File: src/logic/core_uarch_pkg.sv
`default_nettype none

package core_uarch_pkg;

	// one machine word
	typedef logic [31:0] word;

	// word address, the byte address without its two low bits
	typedef logic [29:0] ptr;

	typedef logic [3:0] reg_num;

	// one bit per architectural register, r0 in bit 0
	typedef logic [15:0] reg_list;

	typedef enum logic [1:0] {
		size_byte = 2'b00,
		size_half = 2'b01,
		size_word = 2'b10
	} ldst_size;

	localparam int word_bytes = 4;

endpackage

`default_nettype wire
File: src/logic/ldst_cmd_pkg.sv
`default_nettype none

package ldst_cmd_pkg;

	localparam int operand_bits = 16;

	// bits taken by the single transfer fields, the rest is padding
	localparam int single_used_bits = 7;
	localparam int single_pad_bits = operand_bits - single_used_bits;

	// operand as seen by a single transfer
	typedef struct packed {
		logic [single_pad_bits-1:0] pad;
		core_uarch_pkg::ldst_size   size;
		logic                       sign_extend;
		core_uarch_pkg::reg_num     rd;
	} ldst_single;

	// cmd_multiple picks which view is meaningful
	typedef union packed {
		core_uarch_pkg::reg_list regs;
		ldst_single              single;
	} ldst_operand;

endpackage

`default_nettype wire

File: src/logic/ldst_unit.sv
`default_nettype none

module ldst_unit (
	input  logic                                  clk,
	input  logic                                  rst_n,

	input  logic                                  cmd_valid,
	output logic                                  cmd_ready,
	input  logic                                  cmd_load,
	input  logic                                  cmd_multiple,
	input  logic                                  cmd_pre,
	input  logic                                  cmd_increment,
	input  logic                                  cmd_writeback,
	input  core_uarch_pkg::reg_num                cmd_base_reg,
	input  core_uarch_pkg::word                   cmd_base,
	input  core_uarch_pkg::word                   cmd_offset,
	input  ldst_cmd_pkg::ldst_operand             cmd_operand,

	output core_uarch_pkg::reg_num                rd_num,
	input  core_uarch_pkg::word                   rd_value,

	output logic                                  mem_valid,
	input  logic                                  mem_ready,
	output core_uarch_pkg::ptr                    mem_addr,
	output logic                                  mem_write,
	output logic [core_uarch_pkg::word_bytes-1:0] mem_be,
	output core_uarch_pkg::word                   mem_wdata,
	input  logic                                  mem_rvalid,
	input  core_uarch_pkg::word                   mem_rdata,

	output logic                                  wb_valid,
	output core_uarch_pkg::reg_num                wb_reg,
	output core_uarch_pkg::word                   wb_value,
	output logic                                  fault
);

	logic pop_valid, sign_extend, fault_raw;
	logic [1:0] addr_low;
	logic [core_uarch_pkg::word_bytes-1:0] byteenable;
	core_uarch_pkg::reg_num pop_lower, pop_upper;
	core_uarch_pkg::reg_list cur_regs, next_lower, next_upper;
	core_uarch_pkg::ldst_size size;
	core_uarch_pkg::word read;

	ldst_sequencer sequencer_inst (
		.clk(clk),
		.rst_n(rst_n),
		.cmd_valid(cmd_valid),
		.cmd_load(cmd_load),
		.cmd_multiple(cmd_multiple),
		.cmd_pre(cmd_pre),
		.cmd_increment(cmd_increment),
		.cmd_writeback(cmd_writeback),
		.cmd_base_reg(cmd_base_reg),
		.cmd_base(cmd_base),
		.cmd_offset(cmd_offset),
		.cmd_operand(cmd_operand),
		.cmd_ready(cmd_ready),
		.rd_num(rd_num),
		.rd_value(rd_value),
		.mem_valid(mem_valid),
		.mem_ready(mem_ready),
		.mem_addr(mem_addr),
		.mem_write(mem_write),
		.mem_be_sel(mem_be),
		.mem_rvalid(mem_rvalid),
		.pop_valid(pop_valid),
		.pop_lower(pop_lower),
		.pop_upper(pop_upper),
		.next_lower(next_lower),
		.next_upper(next_upper),
		.cur_regs(cur_regs),
		.size(size),
		.sign_extend(sign_extend),
		.addr_low(addr_low),
		.byteenable(byteenable),
		.read(read),
		.fault_raw(fault_raw),
		.wb_valid(wb_valid),
		.wb_reg(wb_reg),
		.wb_value(wb_value),
		.fault(fault)
	);

	ldst_reg_pop pop_inst (
		.regs(cur_regs),
		.valid(pop_valid),
		.pop_lower(pop_lower),
		.pop_upper(pop_upper),
		.next_lower(next_lower),
		.next_upper(next_upper)
	);

	ldst_size_align size_inst (
		.addr_low(addr_low),
		.size(size),
		.sign_extend(sign_extend),
		.store_value(rd_value),
		.load_data(mem_rdata),
		.byteenable(byteenable),
		.store_lanes(mem_wdata),
		.read(read),
		.fault(fault_raw)
	);

endmodule

`default_nettype wire

File: src/logic/ldst_sequencer.sv
`default_nettype none

module ldst_sequencer (
	input  logic                                  clk,
	input  logic                                  rst_n,

	input  logic                                  cmd_valid,
	input  logic                                  cmd_load,
	input  logic                                  cmd_multiple,
	input  logic                                  cmd_pre,
	input  logic                                  cmd_increment,
	input  logic                                  cmd_writeback,
	input  core_uarch_pkg::reg_num                cmd_base_reg,
	input  core_uarch_pkg::word                   cmd_base,
	input  core_uarch_pkg::word                   cmd_offset,
	input  ldst_cmd_pkg::ldst_operand             cmd_operand,
	output logic                                  cmd_ready,

	output core_uarch_pkg::reg_num                rd_num,
	input  core_uarch_pkg::word                   rd_value,

	output logic                                  mem_valid,
	input  logic                                  mem_ready,
	output core_uarch_pkg::ptr                    mem_addr,
	output logic                                  mem_write,
	output logic [core_uarch_pkg::word_bytes-1:0] mem_be_sel,
	input  logic                                  mem_rvalid,

	input  logic                                  pop_valid,
	input  core_uarch_pkg::reg_num                pop_lower,
	input  core_uarch_pkg::reg_num                pop_upper,
	input  core_uarch_pkg::reg_list               next_lower,
	input  core_uarch_pkg::reg_list               next_upper,
	output core_uarch_pkg::reg_list               cur_regs,

	output core_uarch_pkg::ldst_size              size,
	output logic                                  sign_extend,
	output logic [1:0]                            addr_low,
	input  logic [core_uarch_pkg::word_bytes-1:0] byteenable,
	input  core_uarch_pkg::word                   read,
	input  logic                                  fault_raw,

	output logic                                  wb_valid,
	output core_uarch_pkg::reg_num                wb_reg,
	output core_uarch_pkg::word                   wb_value,
	output logic                                  fault
);

	typedef enum logic [2:0] {
		st_idle,
		st_request,
		st_wait_read,
		st_load_writeback,
		st_base_writeback
	} state_t;

	state_t state;

	logic load, multiple, increment, writeback;
	logic accept, xfer_done, last, load_wb;
	core_uarch_pkg::reg_num base_reg, single_rd, load_reg;
	core_uarch_pkg::word addr, new_base, load_value, cmd_step, cmd_span;
	core_uarch_pkg::reg_list next_regs;

	function automatic core_uarch_pkg::word step_addr(core_uarch_pkg::word a,
			core_uarch_pkg::word b, logic up);
		return up ? a + b : a - b;
	endfunction

	assign cmd_ready = state == st_idle;
	assign accept = cmd_valid && cmd_ready;

	// singles step by the offset, multiples by one word per register
	assign cmd_step = cmd_multiple ?
		core_uarch_pkg::word'(core_uarch_pkg::word_bytes) : cmd_offset;
	assign cmd_span = cmd_multiple ?
		core_uarch_pkg::word'($countones(cmd_operand.regs)) *
		core_uarch_pkg::word'(core_uarch_pkg::word_bytes) : cmd_offset;

	assign rd_num = multiple ? (increment ? pop_lower : pop_upper) : single_rd;
	assign next_regs = increment ? next_lower : next_upper;
	assign last = !multiple || next_regs == '0;

	assign mem_valid = state == st_request && (multiple ? pop_valid : !fault_raw);
	assign fault = state == st_request && !multiple && fault_raw;
	assign mem_addr = addr[31:2];
	assign addr_low = addr[1:0];
	assign mem_write = !load;
	// reads fetch the whole word, the lane is picked on the way back
	assign mem_be_sel = load ? '1 : byteenable;

	assign xfer_done = (state == st_request && mem_valid && mem_ready && !load) ||
		(state == st_wait_read && mem_rvalid);

	// load and base writebacks never fall in the same cycle
	assign wb_valid = load_wb || state == st_base_writeback;
	assign wb_reg = load_wb ? load_reg : base_reg;
	assign wb_value = load_wb ? load_value : new_base;

	always_ff @(posedge clk or negedge rst_n) begin
		if (!rst_n) begin
			state <= st_idle;
			load_wb <= 1'b0;
		end else begin
			load_wb <= state == st_wait_read && mem_rvalid;

			case (state)
				st_idle:
					if (accept) begin
						if (cmd_multiple && cmd_operand.regs == '0)
							state <= cmd_writeback ? st_base_writeback : st_idle;
						else
							state <= st_request;
					end

				st_request:
					if (fault)
						state <= st_idle;
					else if (mem_valid && mem_ready) begin
						if (load)
							state <= st_wait_read;
						else if (last)
							state <= writeback ? st_base_writeback : st_idle;
					end

				st_wait_read:
					if (mem_rvalid)
						state <= last ? st_load_writeback : st_request;

				st_load_writeback:
					state <= writeback ? st_base_writeback : st_idle;

				default:
					state <= st_idle;
			endcase
		end
	end

	always_ff @(posedge clk) begin
		if (accept) begin
			load <= cmd_load;
			multiple <= cmd_multiple;
			increment <= cmd_increment;
			writeback <= cmd_writeback;
			base_reg <= cmd_base_reg;
			addr <= cmd_pre ? step_addr(cmd_base, cmd_step, cmd_increment) : cmd_base;
			new_base <= step_addr(cmd_base, cmd_span, cmd_increment);

			if (cmd_multiple) begin
				cur_regs <= cmd_operand.regs;
				size <= core_uarch_pkg::size_word;
				sign_extend <= 1'b0;
				single_rd <= '0;
			end else begin
				cur_regs <= '0;
				size <= cmd_operand.single.size;
				sign_extend <= cmd_operand.single.sign_extend;
				single_rd <= cmd_operand.single.rd;
			end
		end else if (xfer_done) begin
			addr <= step_addr(addr, core_uarch_pkg::word'(core_uarch_pkg::word_bytes),
				increment);
			cur_regs <= next_regs;
		end

		// rd_num still names the register of the load in flight
		if (state == st_wait_read && mem_rvalid) begin
			load_reg <= rd_num;
			load_value <= read;
		end
	end

	mem_hold: assert property (@(posedge clk) disable iff (!rst_n)
		mem_valid && !mem_ready |=> mem_valid && $stable(mem_addr) && $stable(mem_write));

	wb_fault_excl: assert property (@(posedge clk) disable iff (!rst_n)
		!(wb_valid && fault));

endmodule

`default_nettype wire

File: src/logic/ldst_size_align.sv
`default_nettype none

module ldst_size_align (
	input  logic [1:0]                             addr_low,
	input  core_uarch_pkg::ldst_size               size,
	input  logic                                   sign_extend,
	input  core_uarch_pkg::word                    store_value,
	input  core_uarch_pkg::word                    load_data,

	output logic [core_uarch_pkg::word_bytes-1:0]  byteenable,
	output core_uarch_pkg::word                    store_lanes,
	output core_uarch_pkg::word                    read,
	output logic                                   fault
);

	core_uarch_pkg::word shifted;

	// store side, data copied into every lane so the enables pick the right one
	always_comb begin
		case (size)
			core_uarch_pkg::size_byte: begin
				byteenable = 4'b0001 << addr_low;
				store_lanes = {4{store_value[7:0]}};
			end

			core_uarch_pkg::size_half: begin
				byteenable = addr_low[1] ? 4'b1100 : 4'b0011;
				store_lanes = {2{store_value[15:0]}};
			end

			default: begin
				byteenable = 4'b1111;
				store_lanes = store_value;
			end
		endcase
	end

	// load side
	assign shifted = load_data >> {addr_low, 3'b000};

	always_comb begin
		case (size)
			core_uarch_pkg::size_byte:
				read = {{24{sign_extend & shifted[7]}}, shifted[7:0]};

			core_uarch_pkg::size_half:
				read = {{16{sign_extend & shifted[15]}}, shifted[15:0]};

			default:
				read = load_data;
		endcase
	end

	// halfwords need an even offset, words a zero one
	always_comb begin
		case (size)
			core_uarch_pkg::size_byte:
				fault = 1'b0;

			core_uarch_pkg::size_half:
				fault = addr_low[0];

			default:
				fault = addr_low != 2'b00;
		endcase
	end

endmodule

`default_nettype wire

File: src/logic/ldst_reg_pop.sv
`default_nettype none

module ldst_reg_pop (
	input  core_uarch_pkg::reg_list regs,

	output logic                    valid,
	output core_uarch_pkg::reg_num  pop_lower,
	output core_uarch_pkg::reg_num  pop_upper,
	output core_uarch_pkg::reg_list next_lower,
	output core_uarch_pkg::reg_list next_upper
);

	always_comb begin
		valid = regs != '0;
		pop_lower = '0;
		pop_upper = '0;

		// scanning downwards leaves the lowest set bit in pop_lower
		for (int i = $bits(regs) - 1; i >= 0; i--) begin
			if (regs[i])
				pop_lower = core_uarch_pkg::reg_num'(i);
		end

		for (int i = 0; i < $bits(regs); i++) begin
			if (regs[i])
				pop_upper = core_uarch_pkg::reg_num'(i);
		end

		// both encoders look at the same list
		if (valid)
			assert (pop_lower <= pop_upper);
	end

	assign next_lower = regs & ~(core_uarch_pkg::reg_list'(1) << pop_lower);
	assign next_upper = regs & ~(core_uarch_pkg::reg_list'(1) << pop_upper);

endmodule

`default_nettype wire

File: config.mk
export PLATFORM = sky130hd
export DESIGN_NAME = ldst_unit
export DESIGN_NICKNAME = d
export VERILOG_FILES = /design/src/logic/core_uarch_pkg.sv /design/src/logic/ldst_cmd_pkg.sv /design/src/logic/ldst_unit.sv /design/src/logic/ldst_sequencer.sv /design/src/logic/ldst_size_align.sv /design/src/logic/ldst_reg_pop.sv
export SDC_FILE = /design/constraint.sdc
export NUM_CORES = 1
export LEC_CHECK = 0
export ABC_CLOCK_PERIOD_IN_PS = 3870
export BUFFER_PORTS_ARGS = -buffer_cell sky130_fd_sc_hd__buf_4
export CORE_MARGIN = 5
export CORE_UTILIZATION = 28
export CTS_BUF_LIST = sky130_fd_sc_hd__clkbuf_4
export CTS_CLUSTER_SIZE = 8
export DETAILED_ROUTE_END_ITERATION = 16
export PLACE_DENSITY = 0.46
export SETUP_SLACK_MARGIN = 0.5
export SLEW_MARGIN = 0
export SYNTH_ARGS = -nofsm -noshare
export SYNTH_HDL_FRONTEND = slang
export SYNTH_HIERARCHICAL = 1
export SYNTH_SLANG_ARGS = --single-unit
export TNS_END_PERCENT = 30
File: constraint.sdc
create_clock -name clk -period 3.87 [get_ports clk]
set_clock_uncertainty 0.05 [all_clocks]
set_input_delay 0.5805 -clock clk [delete_from_list [all_inputs] [get_ports clk]]
set_output_delay 0.5805 -clock clk [all_outputs]
set_load 0.02 [all_outputs]
==> parameters.txt, run 1 <==
Parameter                              Value

Yosys
  Average size of a mapped cell ... 8.45 µm²
  Count of warnings emitted by yosys ... 6
  Number of library cell types mapped by synthesis ... 96
  Portion of synthesized cell area occupied by the leading cell type ... 26.7%
  Syn Inst Count ... 1,745
  Synth top area cells ... sky130_fd_sc_hd__edfxtp_1 (27%), sky130_fd_sc_hd__ha_1 (8.4%), sky130_fd_sc_hd__a21oi_1 (5.0%)
  Cell accounting for the most synthesized area ... sky130_fd_sc_hd__edfxtp_1
  Sequential cell area fraction in the yosys report ... 27.4%
  Share of async-settable or async-resettable flops after synthesis ... 2.96%
  Cell area after synthesis ... 14,700 µm²
  Total of flip-flops plus latches after synthesis ... 135
  Primary FF master, synth ... sky130_fd_sc_hd__edfxtp_1
  Number of enable flip-flop cells after synthesis ... 131

STA
  Fmax ... 160 MHz
  Unrepaired setup endpoints after global routing ... true
  Total count of hold-check failures in the final report ... 0
  Final worst hold slack ... 139 ps
  Fraction of the cycle the final worst path needs ... 162%
  Slew margin rel. ... 45.4%
  Pin slew with the least headroom to its limit ... 819 ps
  Pins Over Slew Limit ... 0
  Setup-failing EPs final ... 51
  Crit path time final ... 6260 ps
  Worst-case setup margin in the final layout ... -2390 ps

Clock tree
  Clock tree from TritonCTS ... built
  Root Buffer ... sky130_fd_sc_hd__clkbuf_4
  Maximum number of buffers from clock root to sink ... 2
  CTS Sinks ... 135
  Number of clock buffers inserted by TritonCTS ... 17
  Clock insertion delay at the later pin of the skew report ... 690 ps
  Clock slew seen by the registers of the worst setup and hold paths ... 160 ps
  H-tree Lvls ... 4

Place
  Pre-CTS setup slack ... -3260 ps
  Number of buffer cells added on primary ports ... 268
  Cell total after placement ... 2,974
  HPWL after DPL ... 48,200 µm
  RD Place Congestion ... 0.931

Die
  Starting density of the core ... 28.2%
  Number of top-level design ports ... 269
  Placement row count ... 84
  Die Y-Extent ... 239 µm
  Overall die area ... 57,300 µm²
  Std-Cell Core Area ... 52,300 µm²
  Die width ... 239 µm

Setup path
  Worst setup startpoint ... cmd_operand[0]
  Crit path to ... sequencer_inst/new_base[30]
  Nature of the critical path endpoint ... flop
  Slowest stage cell, crit path ... sky130_fd_sc_hd__fa_2
  Flop2flop setup slack ... 320 ps
  WP data required ... 4280 ps
  Worst R2R End ... sequencer_inst/state[1]
  Type of origin of the critical path ... input pin
  Largest stage delay on the critical path ... 570 ps
  Worst r2r src ... sequencer_inst/cur_regs[5]
  Crit-path most repeated cell ... sky130_fd_sc_hd__fa_1
  Reg2reg path depth ... 13
  Setup CP Type ... in -> reg
  Data arrival time of the critical path ... 6680 ps
  Largest fanout of any net on the critical path ... 3

Drt
  Final routed wirelength across all metal layers ... 59,800 µm
  Drt drc ... 0
  Routed Antenna Nets ... 0
  Count of TritonRoute iterations in the first routing pass ... 5
  Avg WL per Cell ... 19.6 µm
  DR vias ... 15,653
  Average vias per placed instance ... 5.12
  Initial DRC Count ... 902

Power
  Pwr Density ... 587 nW/µm²
  Leakage component of the power ... 0.00934 µW
  Worst vdd ir ... 240 µV

Cells and area
  Area growth, synth to finish ... 47.2%
  Share of post-route cells with drive strength above 1 ... 41.6%
  Final core occ ... 41.5%
  Number of nets in the final layout ... 2,619
  Filler-free cell count of the finished design ... 3,055
  Top Registers ... sequencer_inst/addr: 32 flops, sequencer_inst/load_value: 32 flops, sequencer_inst/new_base: 32 flops

Min path
  Type of the worst min-delay path ... in -> reg

Global routing
  Overall fraction of global-route tracks in use ... 20.2%
  Wire length of the first global-routing pass ... 90,300 µm
  Largest net degree at the start of global routing ... 102
  Number of global-route vias before repair ... 15,605
  Antenna violations before repair ... 3
  GRT overflow ... 0

Flow run
  Max-cap check violation count ... 0

Status
  Run status ... finished, violations left
  Failing checks ... negative setup slack
[layer usage]
metal | vias to the layer above | wire, µm | GRT usage [%]
li1 | 7698 | - | -
met1 | 7506 | 27100 | 27.2
met2 | 395 | 28700 | 34.0
met3 | 54 | 3020 | 3.58
met4 | 0 | 967 | 4.39
met5 | - | 0 | 0
[power breakdown]
group          total [µW]  internal [µW]  switching, µW
logic                8870           4010           4850
clock network        1020            295            720
registers            2860           2430            436
[cell usage after synthesis, types with 9 or more instances]
master                     number
sky130_fd_sc_hd__nand2b_1      27
sky130_fd_sc_hd__buf_1          9
sky130_fd_sc_hd__nand2_1      138
sky130_fd_sc_hd__a21o_1        43
sky130_fd_sc_hd__edfxtp_1     131
sky130_fd_sc_hd__a22oi_1       11
sky130_fd_sc_hd__nor2_1       160
sky130_fd_sc_hd__nand3_1       44
sky130_fd_sc_hd__ha_1          99
sky130_fd_sc_hd__o21ai_1       13
sky130_fd_sc_hd__o21ai_0      117
sky130_fd_sc_hd__mux2i_1       56
sky130_fd_sc_hd__nor3_1        38
sky130_fd_sc_hd__buf_2          9
sky130_fd_sc_hd__xnor2_1       63
sky130_fd_sc_hd__clkbuf_1      58
sky130_fd_sc_hd__o31ai_1       12
sky130_fd_sc_hd__mux2_2        63
sky130_fd_sc_hd__o21a_1        28
sky130_fd_sc_hd__o211ai_1      11
sky130_fd_sc_hd__a21boi_1       9
sky130_fd_sc_hd__a211oi_1      19
sky130_fd_sc_hd__o31a_1        15
sky130_fd_sc_hd__o21ai_2       11
sky130_fd_sc_hd__xor2_1        35
sky130_fd_sc_hd__fa_1          12
sky130_fd_sc_hd__o221ai_1      10
sky130_fd_sc_hd__a31oi_1       25
sky130_fd_sc_hd__and3_1        19
sky130_fd_sc_hd__buf_4         12
sky130_fd_sc_hd__nor2b_1       42
sky130_fd_sc_hd__o21bai_1      13
sky130_fd_sc_hd__a21oi_1      146
sky130_fd_sc_hd__or2_2          9
sky130_fd_sc_hd__inv_1         71
sky130_fd_sc_hd__nor4_1        21
[through the flow]
stage / TNS, ps / cell area (µm²) / total power [µW]
after global placement: -135600 / 20200 / 11200
after global routing: -99410 / 21700 / 13700
after CTS: -84720 / 21200 / 12700
after floorplan: -105290 / 15000 / 8130
final: -92810 / 21700 / 12700
after detailed placement: -136990 / 20200 / 11200
[final cells by class]
| class | instances | area [µm²] |
|---|---|---|
| tap | 688 | 861 |
| inverter | 76 | 304 |
| clock inverter | 15 | 158 |
| sequential | 135 | 4030 |
| timing repair buffer | 676 | 5240 |
| fill | 5387 | 30600 |
| clock buffer | 17 | 128 |
| multi-input combinational | 1444 | 11000 |
| antenna | 4 | 10.0 |
[how the worst min path moves through the flow]
stage,from,endpoint,depth (start not counted)
after floorplan,rst_n,sequencer_inst/load_wb,0
after CTS,mem_rdata[17],sequencer_inst/load_value[17],3
after detailed placement,rst_n,sequencer_inst/load_wb,1
after global routing,mem_rdata[17],sequencer_inst/load_value[17],3
after global placement,rst_n,sequencer_inst/load_wb,1
final,mem_rdata[17],sequencer_inst/load_value[17],3
[worst max-delay path: cells and delay by family]
| family | cells | cell delay (ps) |
|---|---|---|
| adders and majority gates | 7 | 2780 |
| and+or+nand+nor | 6 | 1180 |
| AOI/OAI and AO/OA | 6 | 1100 |
| xor gates and xnor gates | 3 | 460 |
| buffers and inverters | 5 | 340 |
| muxes | 1 | 240 |
[what timing repair did]
action,in CTS,in global routing
endpoints found under the hold margin,12,0
endpoints found under the setup margin,60,61
pin swaps,64,72
gates cloned,0,0
buffers inserted,20,16
hold buffers,9,0
gates resized for setup,105,88
[cell families after synthesis]
family,Yosys count,synth area share (%)
AOI/OAI and AO/OA,562,25.2
xor gates and xnor gates,98,5.82
adders and majority gates,111,10.0
buffers and inverters,167,4.76
DFF,135,27.4
muxes,119,8.61
other,1,0.0254
and+or+nand+nor,552,18.1
[cells in the final DEF, fill, tap and decap left out, drive strengths merged, types with 15 or more instances in the layout]
master and count:
nand3 44, a21o 44, nand2b 27, nor4 22
xor2 35, nand2 138, ha 99, buf 667
inv 83, nor2 162, o21a 28, nor3 38
mux2i 56, nor2b 42, and3 22, a31oi 26
o21ai 141, mux2 63, a211oi 19, o31a 15
xnor2 63, edfxtp 131, a21oi 149, clkbuf 17
No activity file was read; power rests on OpenSTA's default activity.
==> inputs of run 2 (changes only) <==
--- a/config.mk
+++ b/config.mk
@@ -12,11 +12,9 @@
 export CTS_BUF_LIST = sky130_fd_sc_hd__clkbuf_4
 export CTS_CLUSTER_SIZE = 8
 export DETAILED_ROUTE_END_ITERATION = 16
-export PLACE_DENSITY = 0.46
 export SETUP_SLACK_MARGIN = 0.5
 export SLEW_MARGIN = 0
 export SYNTH_ARGS = -nofsm -noshare
 export SYNTH_HDL_FRONTEND = slang
-export SYNTH_HIERARCHICAL = 1
 export SYNTH_SLANG_ARGS = --single-unit
 export TNS_END_PERCENT = 30
==> run 2 against run 1 <==
  * The run still ends with negative setup slack left
  * Maximum frequency fell by 1.3%
  * Critical path depth rose by 2
  * Power up 0.96%
  * Die area is 2.8% lower
  * Via count decreased by 0.63%
  * Largest cell class unchanged
  * Sequential share of layout area grew 0.50 points
  * Design area down 2.6%
  * Synthesized area shrank 2.9%
  * Sequential power increased by 4%
==> parameters.txt, run 2 <==
Parameter                              Value

Status
  Run status ... finished, violations left
  Failing checks ... negative setup slack

STA
  Pins Over Slew Limit ... 0
  Total count of hold-check failures in the final report ... 0
  Pin slew with the least headroom to its limit ... 1410 ps
  Unrepaired setup endpoints after global routing ... true
  Fmax ... 158 MHz
  Worst-case setup margin in the final layout ... -2480 ps
  Final worst hold slack ... 107 ps
  Crit path time final ... 6350 ps
  Fraction of the cycle the final worst path needs ... 164%
  Slew margin rel. ... 4.78%
  Setup-failing EPs final ... 46

Yosys
  Portion of synthesized cell area occupied by the leading cell type ... 27.5%
  Share of async-settable or async-resettable flops after synthesis ... 2.96%
  Synth top area cells ... sky130_fd_sc_hd__edfxtp_1 (27%), sky130_fd_sc_hd__ha_1 (10%), sky130_fd_sc_hd__o21ai_0 (4.8%)
  Cell area after synthesis ... 14,300 µm²
  Number of library cell types mapped by synthesis ... 91
  Most instantiated library cell after synthesis ... sky130_fd_sc_hd__nor2_1
  Most common library cells after synthesis ... sky130_fd_sc_hd__nor2_1 (175), sky130_fd_sc_hd__o21ai_0 (136), sky130_fd_sc_hd__edfxtp_1 (131)
  Cell accounting for the most synthesized area ... sky130_fd_sc_hd__edfxtp_1
  Total of flip-flops plus latches after synthesis ... 135
  Average size of a mapped cell ... 8.50 µm²
  Primary FF master, synth ... sky130_fd_sc_hd__edfxtp_1
  Count of warnings emitted by yosys ... 0
  Post-synthesis net count ... 1,970
  Sequential cell area fraction in the yosys report ... 28.2%
  Number of enable flip-flop cells after synthesis ... 131
  Syn Inst Count ... 1,684

Drt
  Initial DRC Count ... 972
  Routed Antenna Nets ... 0
  Average vias per placed instance ... 5.26
  Final routed wirelength across all metal layers ... 57,900 µm
  Count of TritonRoute iterations in the first routing pass ... 5
  Avg WL per Cell ... 19.6 µm
  Drt drc ... 0
  DR vias ... 15,554

Cells and area
  Number of nets in the final layout ... 2,554
  Share of post-route cells with drive strength above 1 ... 40.3%
  Top Registers ... sequencer_inst.addr: 32 flops, sequencer_inst.load_value: 32 flops, sequencer_inst.new_base: 32 flops
  Most common cell after layout, fill and taps aside ... sky130_fd_sc_hd__buf_4
  Commonest non-fill, non-tap cells in the layout ... sky130_fd_sc_hd__buf_4 (610), sky130_fd_sc_hd__nor2_1 (163), sky130_fd_sc_hd__edfxtp_1 (131), sky130_fd_sc_hd__o21ai_0 (114), sky130_fd_sc_hd__nand2_1 (108)
  Count of fill cells added during filler insertion ... 4,985
  Area growth, synth to finish ... 47.6%

Die
  Number of top-level design ports ... 269
  Die Y-Extent ... 236 µm
  Starting density of the core ... 28.4%
  Overall die area ... 55,800 µm²
  Std-Cell Core Area ... 50,400 µm²
  Placement row count ... 82
  Die width ... 236 µm

Setup path
  Setup CP Type ... in -> reg
  Worst path bufs/invs ... 7
  Largest fanout of any net on the critical path ... 5
  Flop2flop setup slack ... 220 ps
  Slowest stage cell, crit path ... sky130_fd_sc_hd__fa_2
  Worst R2R End ... sequencer_inst.addr[30]
  Largest stage delay on the critical path ... 560 ps
  Worst r2r src ... sequencer_inst.increment
  Nature of the critical path endpoint ... flop
  WP data required ... 4270 ps
  Kind of cell adding the most delay to the critical path ... adder cells
  Data arrival time of the critical path ... 6750 ps
  Reg2reg path depth ... 12
  Type of origin of the critical path ... input pin

Global routing
  Largest net degree at the start of global routing ... 63
  Number of global-route vias before repair ... 15,124
  Antenna violations before repair ... 4
  GRT overflow ... 0
  Overall fraction of global-route tracks in use ... 19.7%
  Wire length of the first global-routing pass ... 86,800 µm

Place
  Number of buffer cells added on primary ports ... 268
  RD Place Congestion ... 0.946
  Pre-CTS setup slack ... -3460 ps
  HPWL after DPL ... 46,800 µm

Power
  Pwr Density ... 609 nW/µm²
  Worst vdd ir ... 257 µV
  Power consumption ... 12,900 µW
  Leakage component of the power ... 0.00900 µW

Min path
  Worst Hold Depth ... 2
  Type of the worst min-delay path ... in -> reg
  Startpoint of the most critical hold path ... mem_rdata[27]
  Endpoint of the worst hold-timing path ... sequencer_inst.load_value[27]

Clock tree
  Clock tree from TritonCTS ... built
  Maximum number of buffers from clock root to sink ... 2
  Number of clock buffers inserted by TritonCTS ... 17
  Clock insertion delay at the later pin of the skew report ... 700 ps
  Root Buffer ... sky130_fd_sc_hd__clkbuf_4
  H-tree Lvls ... 4
  CTS Sinks ... 135
  Clock slew seen by the registers of the worst setup and hold paths ... 140 ps

Flow run
  Max-cap check violation count ... 0
==> run 2: cell types whose count changed after synthesis, moves of 8 or more <==
| cell | delta |
|---|---|
| sky130_fd_sc_hd__o21ai_0 | +19 |
| sky130_fd_sc_hd__nand4_1 | +9 |
| sky130_fd_sc_hd__nand2_1 | -25 |
| sky130_fd_sc_hd__ha_1 | +16 |
| sky130_fd_sc_hd__o41ai_1 | +8 |
| sky130_fd_sc_hd__nor2b_1 | -13 |
| sky130_fd_sc_hd__o21ai_1 | -9 |
| sky130_fd_sc_hd__inv_1 | +13 |
| sky130_fd_sc_hd__a21oi_1 | -25 |
| sky130_fd_sc_hd__o21ai_2 | -9 |
| sky130_fd_sc_hd__mux2i_1 | -31 |
| sky130_fd_sc_hd__nor2_1 | +15 |
==> run 2: cells by family (layout without fill, tap and decap cells) <==
| family | count (synthesis) | in the layout | share of synthesized area, % |
|---|---|---|---|
| flip-flops | 135 | 135 | 28.2 |
| AO/OA/AOI/OAI | 533 | 533 | 24.4 |
| adder cells (fa/ha/maj) | 128 | 128 | 11.9 |
| multiplexers | 84 | 84 | 6.39 |
| other | 0 | 3 | 0 |
| XOR/XNOR | 95 | 95 | 5.81 |
| buffers and inverters | 161 | 757 | 4.59 |
| AND/OR/NAND/NOR | 548 | 548 | 18.7 |
==> run 2: through the flow <==
stage,setup TNS [ps],util [%],cell area (µm²),std cells
floorplan,-105120,-,14600,1684
global placement,-130750,39.1,19700,2892
detailed placement,-132100,39.1,19700,2892
CTS,-85310,41.2,20700,2947
global route,-95030,42.0,21100,2955
finish,-89420,42.0,21100,2955
==> run 2: worst reg2reg max path, stage by stage (launching register included) <==
cell and delay [ps]:
sky130_fd_sc_hd__edfxtp_1 410, sky130_fd_sc_hd__clkinv_1 170, sky130_fd_sc_hd__buf_4 220, sky130_fd_sc_hd__ha_1 350
sky130_fd_sc_hd__a211oi_1 390, sky130_fd_sc_hd__o21a_1 250, sky130_fd_sc_hd__o21ai_1 110, sky130_fd_sc_hd__a211oi_1 390
sky130_fd_sc_hd__o31ai_1 170, sky130_fd_sc_hd__o41a_1 390, sky130_fd_sc_hd__a31oi_1 220, sky130_fd_sc_hd__xor2_1 210
sky130_fd_sc_hd__a211oi_2 90
==> run 2: area by class of cell <==
type / count / area, µm² / share of cell area (%)
diodes: 3 / 7.51 / 0.0355
repair buffers: 640 / 4940 / 23.4
inverters: 86 / 344 / 1.63
flip-flops and latches: 135 / 4030 / 19.1
clock inverters: 14 / 164 / 0.776
multi-input cells: 1388 / 10700 / 50.5
well taps: 672 / 841 / 3.98
clock buffers: 17 / 128 / 0.604
==> run 2: how the worst max path moves through the flow <==
stage | end | depth (start not counted) | slack (ps) | start
after floorplan | sequencer_inst.new_base[31] | 29 | -2910 | cmd_operand[10]
after global placement | sequencer_inst.addr[22] | 30 | -3380 | cmd_operand[10]
after detailed placement | sequencer_inst.addr[22] | 31 | -3460 | cmd_operand[10]
after CTS | sequencer_inst.new_base[31] | 30 | -2380 | cmd_operand[15]
after global routing | sequencer_inst.addr[31] | 32 | -2620 | cmd_operand[15]
final | sequencer_inst.addr[30] | 30 | -2480 | cmd_operand[15]
==> run 2: where the power goes <==
part	internal, µW	switching, µW
clock	398	652
sequential	2450	538
combinational	4000	4830
total	6840	6020
==> run 2: what timing repair did <==
item	4_1_cts	5_1_grt
setup endpoints to repair	55	59
hold buffers	12	0
pin swaps	67	47
setup buffers	12	5
endpoints found under the hold margin	15	0
gates resized for setup	113	74
==> run 2: per-layer routing <==
| metal | vias to the layer above | routed length [µm] | global-route usage (%) |
|---|---|---|---|
| met2 | 481 | 28200 | 33.2 |
| li1 | 7481 | - | - |
| met5 | - | 23 | 0 |
| met4 | 4 | 1370 | 6.09 |
| met1 | 7506 | 25400 | 26.1 |
| met3 | 82 | 2880 | 3.25 |
